<file path="src/trap_arch_pkg.sv">
// Architecture package with datapath widths and the mtvec mode encoding
package trap_arch_pkg;

    // ----------------------------------------
    // Datapath
    // ----------------------------------------

    // Register, pc and address width of the RV32 core
    localparam int unsigned XLEN = 32;

    // ----------------------------------------
    // mtvec
    // ----------------------------------------

    // MODE field of mtvec
    // Reserved codes 2 and 3 behave as direct in this core
    localparam logic [1:0] MTVEC_DIRECT   = 2'd0;
    localparam logic [1:0] MTVEC_VECTORED = 2'd1;

    // Low bits of BASE that hold MODE and are forced to zero
    // Also the shift from cause to vector table offset, entries are one word
    localparam int unsigned VEC_ALIGN_BITS = 2;

endpackage : trap_arch_pkg

</file>
<file path="src/trap_code_pkg.sv">
// Trap code package with the RISC-V cause values and the stage priority encoding
package trap_code_pkg;

    // ----------------------------------------
    // Cause codes
    // ----------------------------------------

    // Width of an mcause code field as carried through the trap path
    localparam int unsigned CAUSE_W = 4;

    // Synchronous exception causes, interrupt bit not included
    localparam logic [CAUSE_W-1:0] CAUSE_INSTR_ACCESS_FAULT = 4'd1;
    localparam logic [CAUSE_W-1:0] CAUSE_ILLEGAL_INSTR      = 4'd2;
    localparam logic [CAUSE_W-1:0] CAUSE_BREAKPOINT         = 4'd3;
    localparam logic [CAUSE_W-1:0] CAUSE_LOAD_MISALIGNED    = 4'd4;
    localparam logic [CAUSE_W-1:0] CAUSE_LOAD_ACCESS_FAULT  = 4'd5;
    localparam logic [CAUSE_W-1:0] CAUSE_STORE_MISALIGNED   = 4'd6;
    localparam logic [CAUSE_W-1:0] CAUSE_STORE_ACCESS_FAULT = 4'd7;
    localparam logic [CAUSE_W-1:0] CAUSE_ECALL_U            = 4'd8;
    localparam logic [CAUSE_W-1:0] CAUSE_ECALL_S            = 4'd9;
    localparam logic [CAUSE_W-1:0] CAUSE_ECALL_M            = 4'd11;

    // Machine level interrupt causes
    // Same numbering as the mip and mie bit positions
    localparam logic [CAUSE_W-1:0] CAUSE_M_SOFT  = 4'd3;
    localparam logic [CAUSE_W-1:0] CAUSE_M_TIMER = 4'd7;
    localparam logic [CAUSE_W-1:0] CAUSE_M_EXT   = 4'd11;

    // ----------------------------------------
    // Stage priority
    // ----------------------------------------

    // Width of the priority tag that each stage attaches to its report
    localparam int unsigned PRIO_W = 4;

    // Lower value means more urgent
    // All ones marks a stage with nothing to report
    localparam logic [PRIO_W-1:0] PRIO_NONE = 4'hF;

endpackage : trap_code_pkg
</file>
<file path="src/exception_handler.sv">
// Trap decision unit top that chains capture, arbitration and vector generation
`timescale 1ns/1ps

module exception_handler #(
    // Fetch, execute, memory, writeback
    parameter int unsigned N_STAGES = 4
) (
    input  logic clk_i,
    input  logic rst_ni,

    // Exception reports from the pipeline, indexed by stage
    input  logic [N_STAGES-1:0]                              stage_valid_i,
    input  logic [N_STAGES-1:0][trap_code_pkg::CAUSE_W-1:0]  stage_cause_i,
    input  logic [N_STAGES-1:0][trap_code_pkg::PRIO_W-1:0]   stage_prio_i,
    input  logic [N_STAGES-1:0][trap_arch_pkg::XLEN-1:0]     stage_pc_i,
    input  logic [N_STAGES-1:0][trap_arch_pkg::XLEN-1:0]     stage_tval_i,

    // Interrupt enables and pending bits from the CSR block
    input  logic mstatus_mie_i,
    input  logic mie_msie_i,
    input  logic mie_mtie_i,
    input  logic mie_meie_i,
    input  logic mip_msip_i,
    input  logic mip_mtip_i,
    input  logic mip_meip_i,

    // mtvec
    input  logic [trap_arch_pkg::XLEN-1:0] mtvec_base_i,
    input  logic [1:0]                     mtvec_mode_i,

    // Trap result, trap_valid_o also flushes the pipeline
    output logic                              trap_valid_o,
    output logic                              trap_is_irq_o,
    output logic [trap_code_pkg::CAUSE_W-1:0] trap_cause_o,
    output logic [trap_arch_pkg::XLEN-1:0]    trap_pc_o,
    output logic [trap_arch_pkg::XLEN-1:0]    trap_tval_o,
    output logic [trap_arch_pkg::XLEN-1:0]    trap_vector_o
);

    // ----------------------------------------
    // Capture to arbiter
    // ----------------------------------------

    logic [N_STAGES-1:0]                              cap_valid;
    logic [N_STAGES-1:0][trap_code_pkg::CAUSE_W-1:0]  cap_cause;
    logic [N_STAGES-1:0][trap_code_pkg::PRIO_W-1:0]   cap_prio;
    logic [N_STAGES-1:0][trap_arch_pkg::XLEN-1:0]     cap_pc;
    logic [N_STAGES-1:0][trap_arch_pkg::XLEN-1:0]     cap_tval;
    logic                                             cap_irq_valid;
    logic [trap_code_pkg::CAUSE_W-1:0]                cap_irq_cause;

    // ----------------------------------------
    // Arbiter to vector generator
    // ----------------------------------------

    logic                              sel_valid;
    logic                              sel_is_irq;
    logic [trap_code_pkg::CAUSE_W-1:0] sel_cause;
    logic [trap_arch_pkg::XLEN-1:0]    sel_pc;
    logic [trap_arch_pkg::XLEN-1:0]    sel_tval;

    // Cycle 1, mask interrupts and register everything
    trap_capture #(
        .N_STAGES (N_STAGES)
    ) u_capture (
        .clk_i           (clk_i),
        .rst_ni          (rst_ni),
        .stage_valid_i   (stage_valid_i),
        .stage_cause_i   (stage_cause_i),
        .stage_prio_i    (stage_prio_i),
        .stage_pc_i      (stage_pc_i),
        .stage_tval_i    (stage_tval_i),
        .mstatus_mie_i   (mstatus_mie_i),
        .mie_msie_i      (mie_msie_i),
        .mie_mtie_i      (mie_mtie_i),
        .mie_meie_i      (mie_meie_i),
        .mip_msip_i      (mip_msip_i),
        .mip_mtip_i      (mip_mtip_i),
        .mip_meip_i      (mip_meip_i),
        .cap_valid_o     (cap_valid),
        .cap_cause_o     (cap_cause),
        .cap_prio_o      (cap_prio),
        .cap_pc_o        (cap_pc),
        .cap_tval_o      (cap_tval),
        .cap_irq_valid_o (cap_irq_valid),
        .cap_irq_cause_o (cap_irq_cause)
    );

    // Same cycle pick of the winner
    trap_arbiter #(
        .N_STAGES (N_STAGES)
    ) u_arbiter (
        .cap_valid_i     (cap_valid),
        .cap_cause_i     (cap_cause),
        .cap_prio_i      (cap_prio),
        .cap_pc_i        (cap_pc),
        .cap_tval_i      (cap_tval),
        .cap_irq_valid_i (cap_irq_valid),
        .cap_irq_cause_i (cap_irq_cause),
        .sel_valid_o     (sel_valid),
        .sel_is_irq_o    (sel_is_irq),
        .sel_cause_o     (sel_cause),
        .sel_pc_o        (sel_pc),
        .sel_tval_o      (sel_tval)
    );

    // Cycle 2, vector address and output registers
    trap_vector_gen u_vector_gen (
        .clk_i         (clk_i),
        .rst_ni        (rst_ni),
        .sel_valid_i   (sel_valid),
        .sel_is_irq_i  (sel_is_irq),
        .sel_cause_i   (sel_cause),
        .sel_pc_i      (sel_pc),
        .sel_tval_i    (sel_tval),
        .mtvec_base_i  (mtvec_base_i),
        .mtvec_mode_i  (mtvec_mode_i),
        .trap_valid_o  (trap_valid_o),
        .trap_is_irq_o (trap_is_irq_o),
        .trap_cause_o  (trap_cause_o),
        .trap_pc_o     (trap_pc_o),
        .trap_tval_o   (trap_tval_o),
        .trap_vector_o (trap_vector_o)
    );

endmodule : exception_handler

</file>
<file path="src/trap_vector_gen.sv">
// Trap vector generator that computes the handler address from mtvec and registers the trap
`timescale 1ns/1ps

module trap_vector_gen (
    input  logic clk_i,
    input  logic rst_ni,

    // Selected trap from the arbiter
    input  logic                              sel_valid_i,
    input  logic                              sel_is_irq_i,
    input  logic [trap_code_pkg::CAUSE_W-1:0] sel_cause_i,
    input  logic [trap_arch_pkg::XLEN-1:0]    sel_pc_i,
    input  logic [trap_arch_pkg::XLEN-1:0]    sel_tval_i,

    // mtvec fields from the CSR block
    input  logic [trap_arch_pkg::XLEN-1:0]    mtvec_base_i,
    input  logic [1:0]                        mtvec_mode_i,

    // Trap to the CSR block and the pipeline
    output logic                              trap_valid_o,
    output logic                              trap_is_irq_o,
    output logic [trap_code_pkg::CAUSE_W-1:0] trap_cause_o,
    output logic [trap_arch_pkg::XLEN-1:0]    trap_pc_o,
    output logic [trap_arch_pkg::XLEN-1:0]    trap_tval_o,
    output logic [trap_arch_pkg::XLEN-1:0]    trap_vector_o
);

    logic [trap_arch_pkg::XLEN-1:0] base_aligned;
    logic [trap_arch_pkg::XLEN-1:0] cause_offset;
    logic [trap_arch_pkg::XLEN-1:0] vector_d;

    // ----------------------------------------
    // Vector address
    // ----------------------------------------

    // Drop the MODE bits from BASE
    assign base_aligned = {mtvec_base_i[trap_arch_pkg::XLEN-1:trap_arch_pkg::VEC_ALIGN_BITS],
                           {trap_arch_pkg::VEC_ALIGN_BITS{1'b0}}};

    // Four bytes per table entry
    assign cause_offset = {{(trap_arch_pkg::XLEN - trap_code_pkg::CAUSE_W
                             - trap_arch_pkg::VEC_ALIGN_BITS){1'b0}},
                           sel_cause_i,
                           {trap_arch_pkg::VEC_ALIGN_BITS{1'b0}}};

    // Only interrupts use the table, exceptions always land on BASE
    always_comb begin
        vector_d = '0;
        if (sel_valid_i) begin
            if (sel_is_irq_i && (mtvec_mode_i == trap_arch_pkg::MTVEC_VECTORED)) begin
                vector_d = base_aligned + cause_offset;
            end else begin
                vector_d = base_aligned;
            end
        end
    end

    // ----------------------------------------
    // Output registers
    // ----------------------------------------

    always_ff @(posedge clk_i or negedge rst_ni) begin
        if (!rst_ni) begin
            trap_valid_o  <= 1'b0;
            trap_is_irq_o <= 1'b0;
            trap_cause_o  <= '0;
            trap_pc_o     <= '0;
            trap_tval_o   <= '0;
            trap_vector_o <= '0;
        end else begin
            trap_valid_o  <= sel_valid_i;
            trap_is_irq_o <= sel_is_irq_i;
            trap_cause_o  <= sel_cause_i;
            trap_pc_o     <= sel_pc_i;
            trap_tval_o   <= sel_tval_i;
            trap_vector_o <= vector_d;
        end
    end

endmodule : trap_vector_gen

</file>
<file path="src/trap_arbiter.sv">
// Trap arbiter that picks one winning trap from the captured interrupt and stage reports
`timescale 1ns/1ps

module trap_arbiter #(
    parameter int unsigned N_STAGES = 4
) (
    // Captured sources
    input  logic [N_STAGES-1:0]                              cap_valid_i,
    input  logic [N_STAGES-1:0][trap_code_pkg::CAUSE_W-1:0]  cap_cause_i,
    input  logic [N_STAGES-1:0][trap_code_pkg::PRIO_W-1:0]   cap_prio_i,
    input  logic [N_STAGES-1:0][trap_arch_pkg::XLEN-1:0]     cap_pc_i,
    input  logic [N_STAGES-1:0][trap_arch_pkg::XLEN-1:0]     cap_tval_i,
    input  logic                                             cap_irq_valid_i,
    input  logic [trap_code_pkg::CAUSE_W-1:0]                cap_irq_cause_i,

    // Selected trap, combinational
    output logic                              sel_valid_o,
    output logic                              sel_is_irq_o,
    output logic [trap_code_pkg::CAUSE_W-1:0] sel_cause_o,
    output logic [trap_arch_pkg::XLEN-1:0]    sel_pc_o,
    output logic [trap_arch_pkg::XLEN-1:0]    sel_tval_o
);

    logic [trap_code_pkg::PRIO_W-1:0]  min_prio;
    logic                              exc_found;
    logic [trap_code_pkg::CAUSE_W-1:0] exc_cause;
    logic [trap_arch_pkg::XLEN-1:0]    exc_pc;
    logic [trap_arch_pkg::XLEN-1:0]    exc_tval;

    // ----------------------------------------
    // Best priority among valid stages
    // ----------------------------------------

    // Invalid stages never lower the minimum, they count as PRIO_NONE
    always_comb begin
        min_prio = trap_code_pkg::PRIO_NONE;
        for (int s = 0; s < N_STAGES; s++) begin
            if (cap_valid_i[s] && (cap_prio_i[s] < min_prio)) begin
                min_prio = cap_prio_i[s];
            end
        end
    end

    // ----------------------------------------
    // Stage pick
    // ----------------------------------------

    // Walk from the top index down so the lowest matching stage is written last
    // A valid stage tagged PRIO_NONE still matches when nothing beats it
    always_comb begin
        exc_found = 1'b0;
        exc_cause = '0;
        exc_pc    = '0;
        exc_tval  = '0;
        for (int s = N_STAGES - 1; s >= 0; s--) begin
            if (cap_valid_i[s] && (cap_prio_i[s] == min_prio)) begin
                exc_found = 1'b1;
                exc_cause = cap_cause_i[s];
                exc_pc    = cap_pc_i[s];
                exc_tval  = cap_tval_i[s];
            end
        end
    end

    // ----------------------------------------
    // Final selection
    // ----------------------------------------

    // Interrupts beat every exception
    // Interrupt has no faulting pc or tval, both go out as zero
    always_comb begin
        sel_valid_o  = 1'b0;
        sel_is_irq_o = 1'b0;
        sel_cause_o  = '0;
        sel_pc_o     = '0;
        sel_tval_o   = '0;
        if (cap_irq_valid_i) begin
            sel_valid_o  = 1'b1;
            sel_is_irq_o = 1'b1;
            sel_cause_o  = cap_irq_cause_i;
        end else if (exc_found) begin
            sel_valid_o  = 1'b1;
            sel_cause_o  = exc_cause;
            sel_pc_o     = exc_pc;
            sel_tval_o   = exc_tval;
        end
    end

endmodule : trap_arbiter

</file>
<file path="src/trap_capture.sv">
// Trap capture stage that masks and ranks interrupts and registers all stage reports
`timescale 1ns/1ps

module trap_capture #(
    parameter int unsigned N_STAGES = 4
) (
    input  logic clk_i,
    input  logic rst_ni,

    // Exception reports with one element per pipeline stage
    input  logic [N_STAGES-1:0]                              stage_valid_i,
    input  logic [N_STAGES-1:0][trap_code_pkg::CAUSE_W-1:0]  stage_cause_i,
    input  logic [N_STAGES-1:0][trap_code_pkg::PRIO_W-1:0]   stage_prio_i,
    input  logic [N_STAGES-1:0][trap_arch_pkg::XLEN-1:0]     stage_pc_i,
    input  logic [N_STAGES-1:0][trap_arch_pkg::XLEN-1:0]     stage_tval_i,

    // Interrupt state from the CSR block
    input  logic mstatus_mie_i,
    input  logic mie_msie_i,
    input  logic mie_mtie_i,
    input  logic mie_meie_i,
    input  logic mip_msip_i,
    input  logic mip_mtip_i,
    input  logic mip_meip_i,

    // Registered copies for the arbiter
    output logic [N_STAGES-1:0]                              cap_valid_o,
    output logic [N_STAGES-1:0][trap_code_pkg::CAUSE_W-1:0]  cap_cause_o,
    output logic [N_STAGES-1:0][trap_code_pkg::PRIO_W-1:0]   cap_prio_o,
    output logic [N_STAGES-1:0][trap_arch_pkg::XLEN-1:0]     cap_pc_o,
    output logic [N_STAGES-1:0][trap_arch_pkg::XLEN-1:0]     cap_tval_o,
    output logic                                             cap_irq_valid_o,
    output logic [trap_code_pkg::CAUSE_W-1:0]                cap_irq_cause_o
);

    // ----------------------------------------
    // Interrupt masking
    // ----------------------------------------

    logic                              msi_act;
    logic                              mti_act;
    logic                              mei_act;
    logic                              irq_valid;
    logic [trap_code_pkg::CAUSE_W-1:0] irq_cause;

    // A source is live only with pending, own enable and global enable all set
    assign msi_act = mip_msip_i & mie_msie_i & mstatus_mie_i;
    assign mti_act = mip_mtip_i & mie_mtie_i & mstatus_mie_i;
    assign mei_act = mip_meip_i & mie_meie_i & mstatus_mie_i;

    assign irq_valid = msi_act | mti_act | mei_act;

    // External wins over timer and timer wins over software
    always_comb begin
        irq_cause = '0;
        if (mei_act) begin
            irq_cause = trap_code_pkg::CAUSE_M_EXT;
        end else if (mti_act) begin
            irq_cause = trap_code_pkg::CAUSE_M_TIMER;
        end else if (msi_act) begin
            irq_cause = trap_code_pkg::CAUSE_M_SOFT;
        end
    end

    // ----------------------------------------
    // Capture registers
    // ----------------------------------------

    // Valid bits for the stage reports and the interrupt
    always_ff @(posedge clk_i or negedge rst_ni) begin
        if (!rst_ni) begin
            cap_valid_o     <= '0;
            cap_irq_valid_o <= 1'b0;
        end else begin
            cap_valid_o     <= stage_valid_i;
            cap_irq_valid_o <= irq_valid;
        end
    end

    // Cause, priority, pc and tval of every stage plus the interrupt cause
    always_ff @(posedge clk_i) begin
        cap_cause_o     <= stage_cause_i;
        cap_prio_o      <= stage_prio_i;
        cap_pc_o        <= stage_pc_i;
        cap_tval_o      <= stage_tval_i;
        cap_irq_cause_o <= irq_cause;
    end

endmodule : trap_capture

</file>
<file path="config.mk">
export PLATFORM = sky130hd
export DESIGN_NAME = exception_handler
export DESIGN_NICKNAME = d
export VERILOG_FILES = /design/src/trap_arch_pkg.sv /design/src/trap_code_pkg.sv /design/src/exception_handler.sv /design/src/trap_vector_gen.sv /design/src/trap_arbiter.sv /design/src/trap_capture.sv
export SDC_FILE = /design/constraint.sdc
export NUM_CORES = 1
export LEC_CHECK = 0
export BUFFER_PORTS_ARGS = -buffer_cell sky130_fd_sc_hd__clkbuf_2
export CELL_PAD_IN_SITES_DETAIL_PLACEMENT = 1
export CELL_PAD_IN_SITES_GLOBAL_PLACEMENT = 1
export CORE_MARGIN = 2
export CORE_UTILIZATION = 35
export DETAILED_ROUTE_END_ITERATION = 10
export PLACE_DENSITY = 0.81
export SLEW_MARGIN = 10
export SYNTH_ARGS = -nofsm -noshare
export SYNTH_HDL_FRONTEND = slang
export SYNTH_HIERARCHICAL = 1
export SYNTH_SLANG_ARGS = --single-unit
</file>
<file path="constraint.sdc">
create_clock -name clk_i -period 10.2 [get_ports clk_i]
set_input_delay 0.51 -clock clk_i [delete_from_list [all_inputs] [get_ports clk_i]]
set_output_delay 0.51 -clock clk_i [all_outputs]
set_load 0.05 [all_outputs]
</file>
==> results.md <==
* Register Area at 8453 um2
* Part of the cycle the worst path needs at 89.04%
* Peak supply drop at 149.3 uV
* Multi-input gate area at 4279 um2
* Post-synthesis sequential area ratio at 64.01%
* Largest family of logic cells by synthesized area: compound AO/OA/AOI/OAI gates
* Largest cells by area after synthesis: dfxtp_1 (44%), dfrtp_1 (20%), o221ai_1 (4.6%)
* GRT Total Usage at 22.08%
* Row Count at 71
* Critical path fanouts, max at 70
* First-pass GRT wire length at 66.12 mm
* 1st-pass router iterations at 5
* Synthesis-to-layout area growth at 29.57%
* Grt ovf at 0
* NumNets Final at 1858
* R2r setup slk at 1.12 ns
* Die Footprint at 39300 um2
* Clock Skew at 0.02203 ns
* Core Area at 37400 um2
* R2R cell count at 30
* Final Critical Period at 9.082 ns
* Cells after DPL at 1978
* Count of final setup violators at 0
* Finished Layout Cells at 2059
* Die width at 198.3 um
* DRT antenna net count at 0
* Worst Path Required at 10.67 ns
* RSZ-0062 raised after global routing: false
* Hold path depth at 1
* Simple-Gate Fraction of Synth Area at 10.72%
* Metal3 WL at 2.908 mm
* H-tree levels at 2
* M1 WL at 16.82 mm
* Mux cell area share after synthesis at 0.8811%
* Mapped Area at 13210 um2
* Max-slew violations at 0
* DR top layer: met4
* Pre-CTS worst setup slack at 1.161 ns
* Fraction of layout cells with a size suffix above 1 at 34.72%
* CTS sink cnt at 396
* Die extent in y at 198.3 um
* Initial Util at 35.31%
* CTS tree: built
* EDFF count, synth at 0
* Crit-path slowest cell: buf_4
* Fin util at 45.75%
* Asr flop ratio synth at 26.52%
* Setup ws final at 1.118 ns
* Clock Tree Buf Depth at 3
* # IOs at 437
* Worst r2r dst: u_vector_gen/trap_vector_o[24]$_DFF_PN0_
* Fmax at 110.1 MHz
* Critical path type: register to register
* Final HPWL DP at 29.29 mm
* Clock-pin slew on the worst setup and hold paths at 0.07 ns
* Final Hold Viols at 0
* Most frequent cell after synthesis: dfxtp_1
* IO buf count at 432
* Yosys reg bits at 396
* Clk_lat worst skew at 0.57 ns
* PD cells at 229.0 nW/um2
* # DRC at 0
* DR vias/cell at 5.175
* Static leakage at 7.564 nW
* Initial DRC count at 385
* Post_cts resized at 0
* Hold path start: stage_tval_i[64]
* Vias at 10660
* Post-Route WL at 44.07 mm
* Reg-to-reg startpoint: u_capture/cap_valid_o[0]$_DFF_PN0_
* Compound-Gate Fraction of Synth Area at 18.06%
* Initial antenna violation count at 4
* Placer Congestion at 0.8467
* CTS Buf Count at 41
* Mapped Cells at 1111
* Synth Area in Adders at 1.194%
* Most used cell along the critical path: ha_1
* Max stage delay on crit path at 0.78 ns
* Syn_area_per_cell at 11.89 um2
* Post-Synth XOR/XNOR Area at 1.260%
* Synth warn at 6
* Setup tns final at 0 ns
* CP startpoint kind: register
* Commonest cells post-synth: dfxtp_1 (291), dfrtp_1 (105), a21oi_1 (95), nand2_1 (88), o221ai_1 (69)
* Root Buffer: clkbuf_16
* Worst min-delay path class: input pin to register
* Max_slew headroom at 32.41%
* Actual slew at the worst max-slew pin at 1.014 ns
* Synth unique cells at 75
* Filler cell count at 4149
* Prevailing post-synth register cell: dfxtp_1
* Share of the synthesized area in the top cell type at 44.11%
* Hold Path End: u_capture/cap_tval_o[64]$_DFF_P_
* Wire per inst at 21.40 um
* CP arrival at 9.55 ns
* Max Cap Viol at 0
* Vias in the first global route at 11760
* Yosys top cell by area: dfxtp_1
* WL met2 at 22.53 mm
* Status: finished, final reports clean
* Largest net degree at the start of global routing at 88
* CP endpoint kind: register
## cell usage in the layout (no fill, tap or decap), drive strengths merged, types with 8 or more instances in the layout
master / synthesis / layout
nand2: 88 / 88
o221ai: 69 / 69
dfxtp: 291 / 291
and3: 8 / 8
dfrtp: 105 / 105
o21ai: 14 / 14
ha: 11 / 11
clkinv: 0 / 13
nand4: 8 / 8
a21oi: 95 / 95
buf: 40 / 12
nor3b: 65 / 65
o2bb2ai: 65 / 65
o31ai: 19 / 19
nand3: 9 / 9
xnor2: 13 / 13
clkbuf: 48 / 487
inv: 21 / 23
or4: 18 / 18
## worst max-delay path, delay by kind of cell, from the launching register on
family | cells | cell delay, ns
AO/OA/AOI/OAI | 13 | 2.43
XOR/XNOR | 1 | 0.26
adder cells (fa/ha/maj) | 5 | 1.43
buffers and inverters | 1 | 0.78
flip-flops | 1 | 0.47
multiplexers | 2 | 0.90
AND/OR/NAND/NOR | 8 | 2.69
## per-layer routing
| layer | GRT usage [%] | vias up |
|---|---|---|
| met5 | 0 | - |
| met4 | 11.19 | 0 |
| met3 | 5.348 | 108 |
| met2 | 39.10 | 415 |
| met1 | 24.62 | 5262 |
| li1 | - | 4871 |
## what timing repair did
| item | 4_1_cts | 5_1_grt |
|---|---|---|
| hold buffers | 1 | 0 |
| hold endpoints to repair | 1 | 0 |
| setup buffers | 0 | 0 |
## state kept, by name (all words and copies together), names as in the netlist
name / count
u_capture/cap_prio_o: 16
u_capture/cap_tval_o: 128
u_vector_gen/trap_tval_o: 32
u_vector_gen/trap_vector_o: 30
u_vector_gen/trap_cause_o: 4
u_capture/cap_cause_o: 16
u_capture/cap_pc_o: 128
u_vector_gen/trap_is_irq_o: 1
u_vector_gen/trap_valid_o: 1
u_capture/cap_valid_o: 4
u_vector_gen/trap_pc_o: 32
u_capture/cap_irq_valid_o: 1
u_capture/cap_irq_cause_o: 3
## area by class of cell
| type | count | area share (%) |
|---|---|---|
| Antenna cell | 4 | 0.05850 |
| Clock buffer | 56 | 7.042 |
| Clock inverter | 20 | 1.104 |
| Inverter | 21 | 0.4607 |
| Multi-Input combinational cell | 607 | 25.01 |
| Sequential cell | 396 | 49.40 |
| Tap cell | 511 | 3.736 |
| Timing Repair Buffer | 444 | 13.19 |
## worst max-delay path by stage
| stage | depth (start not counted) | startpoint | end | slack (ns) |
|---|---|---|---|---|
| final | 30 | u_capture/cap_valid_o[0]$_DFF_PN0_ | u_vector_gen/trap_vector_o[24]$_DFF_PN0_ | 1.12 |
| after floorplan | 34 | u_capture/cap_valid_o[0]$_DFF_PN0_ | u_vector_gen/trap_vector_o[10]$_DFF_PN0_ | 2.63 |
| after global routing | 30 | u_capture/cap_valid_o[0]$_DFF_PN0_ | u_vector_gen/trap_vector_o[24]$_DFF_PN0_ | 0.54 |
| after CTS | 30 | u_capture/cap_valid_o[0]$_DFF_PN0_ | u_vector_gen/trap_vector_o[24]$_DFF_PN0_ | 1.14 |
| after global placement | 30 | u_capture/cap_valid_o[0]$_DFF_PN0_ | u_vector_gen/trap_vector_o[22]$_DFF_PN0_ | 1.46 |
| after detailed placement | 30 | u_capture/cap_valid_o[0]$_DFF_PN0_ | u_vector_gen/trap_vector_o[24]$_DFF_PN0_ | 1.16 |
## cells by family (layout without fill, tap and decap cells)
group / count (synthesis) / after routing
buffers and inverters: 109 / 541
DFF: 396 / 396
xor gates and xnor gates: 19 / 19
and+or+nand+nor: 244 / 244
other: 1 / 6
adders and majority gates: 12 / 12
AOI/OAI and AO/OA: 320 / 320
muxes: 10 / 10
## stage by stage
step / instance area (um2) / hold slack, ns / power [mW]
after detailed placement: 15700 / 0.4248 / 2.422
after global placement: 15700 / 0.4157 / 2.402
after floorplan: 13210 / 0.2144 / 2.179
after global routing: 17110 / 0.01672 / 4.073
after CTS: 17100 / 0.007150 / 3.957
final: 17110 / 0.03391 / 3.918
## where the power goes
group / switching (mW) / internal (mW)
clock network: 0.639 / 0.887
logic: 0.488 / 0.203
registers: 0.0403 / 1.66
No activity file was read; power rests on OpenSTA's default activity.
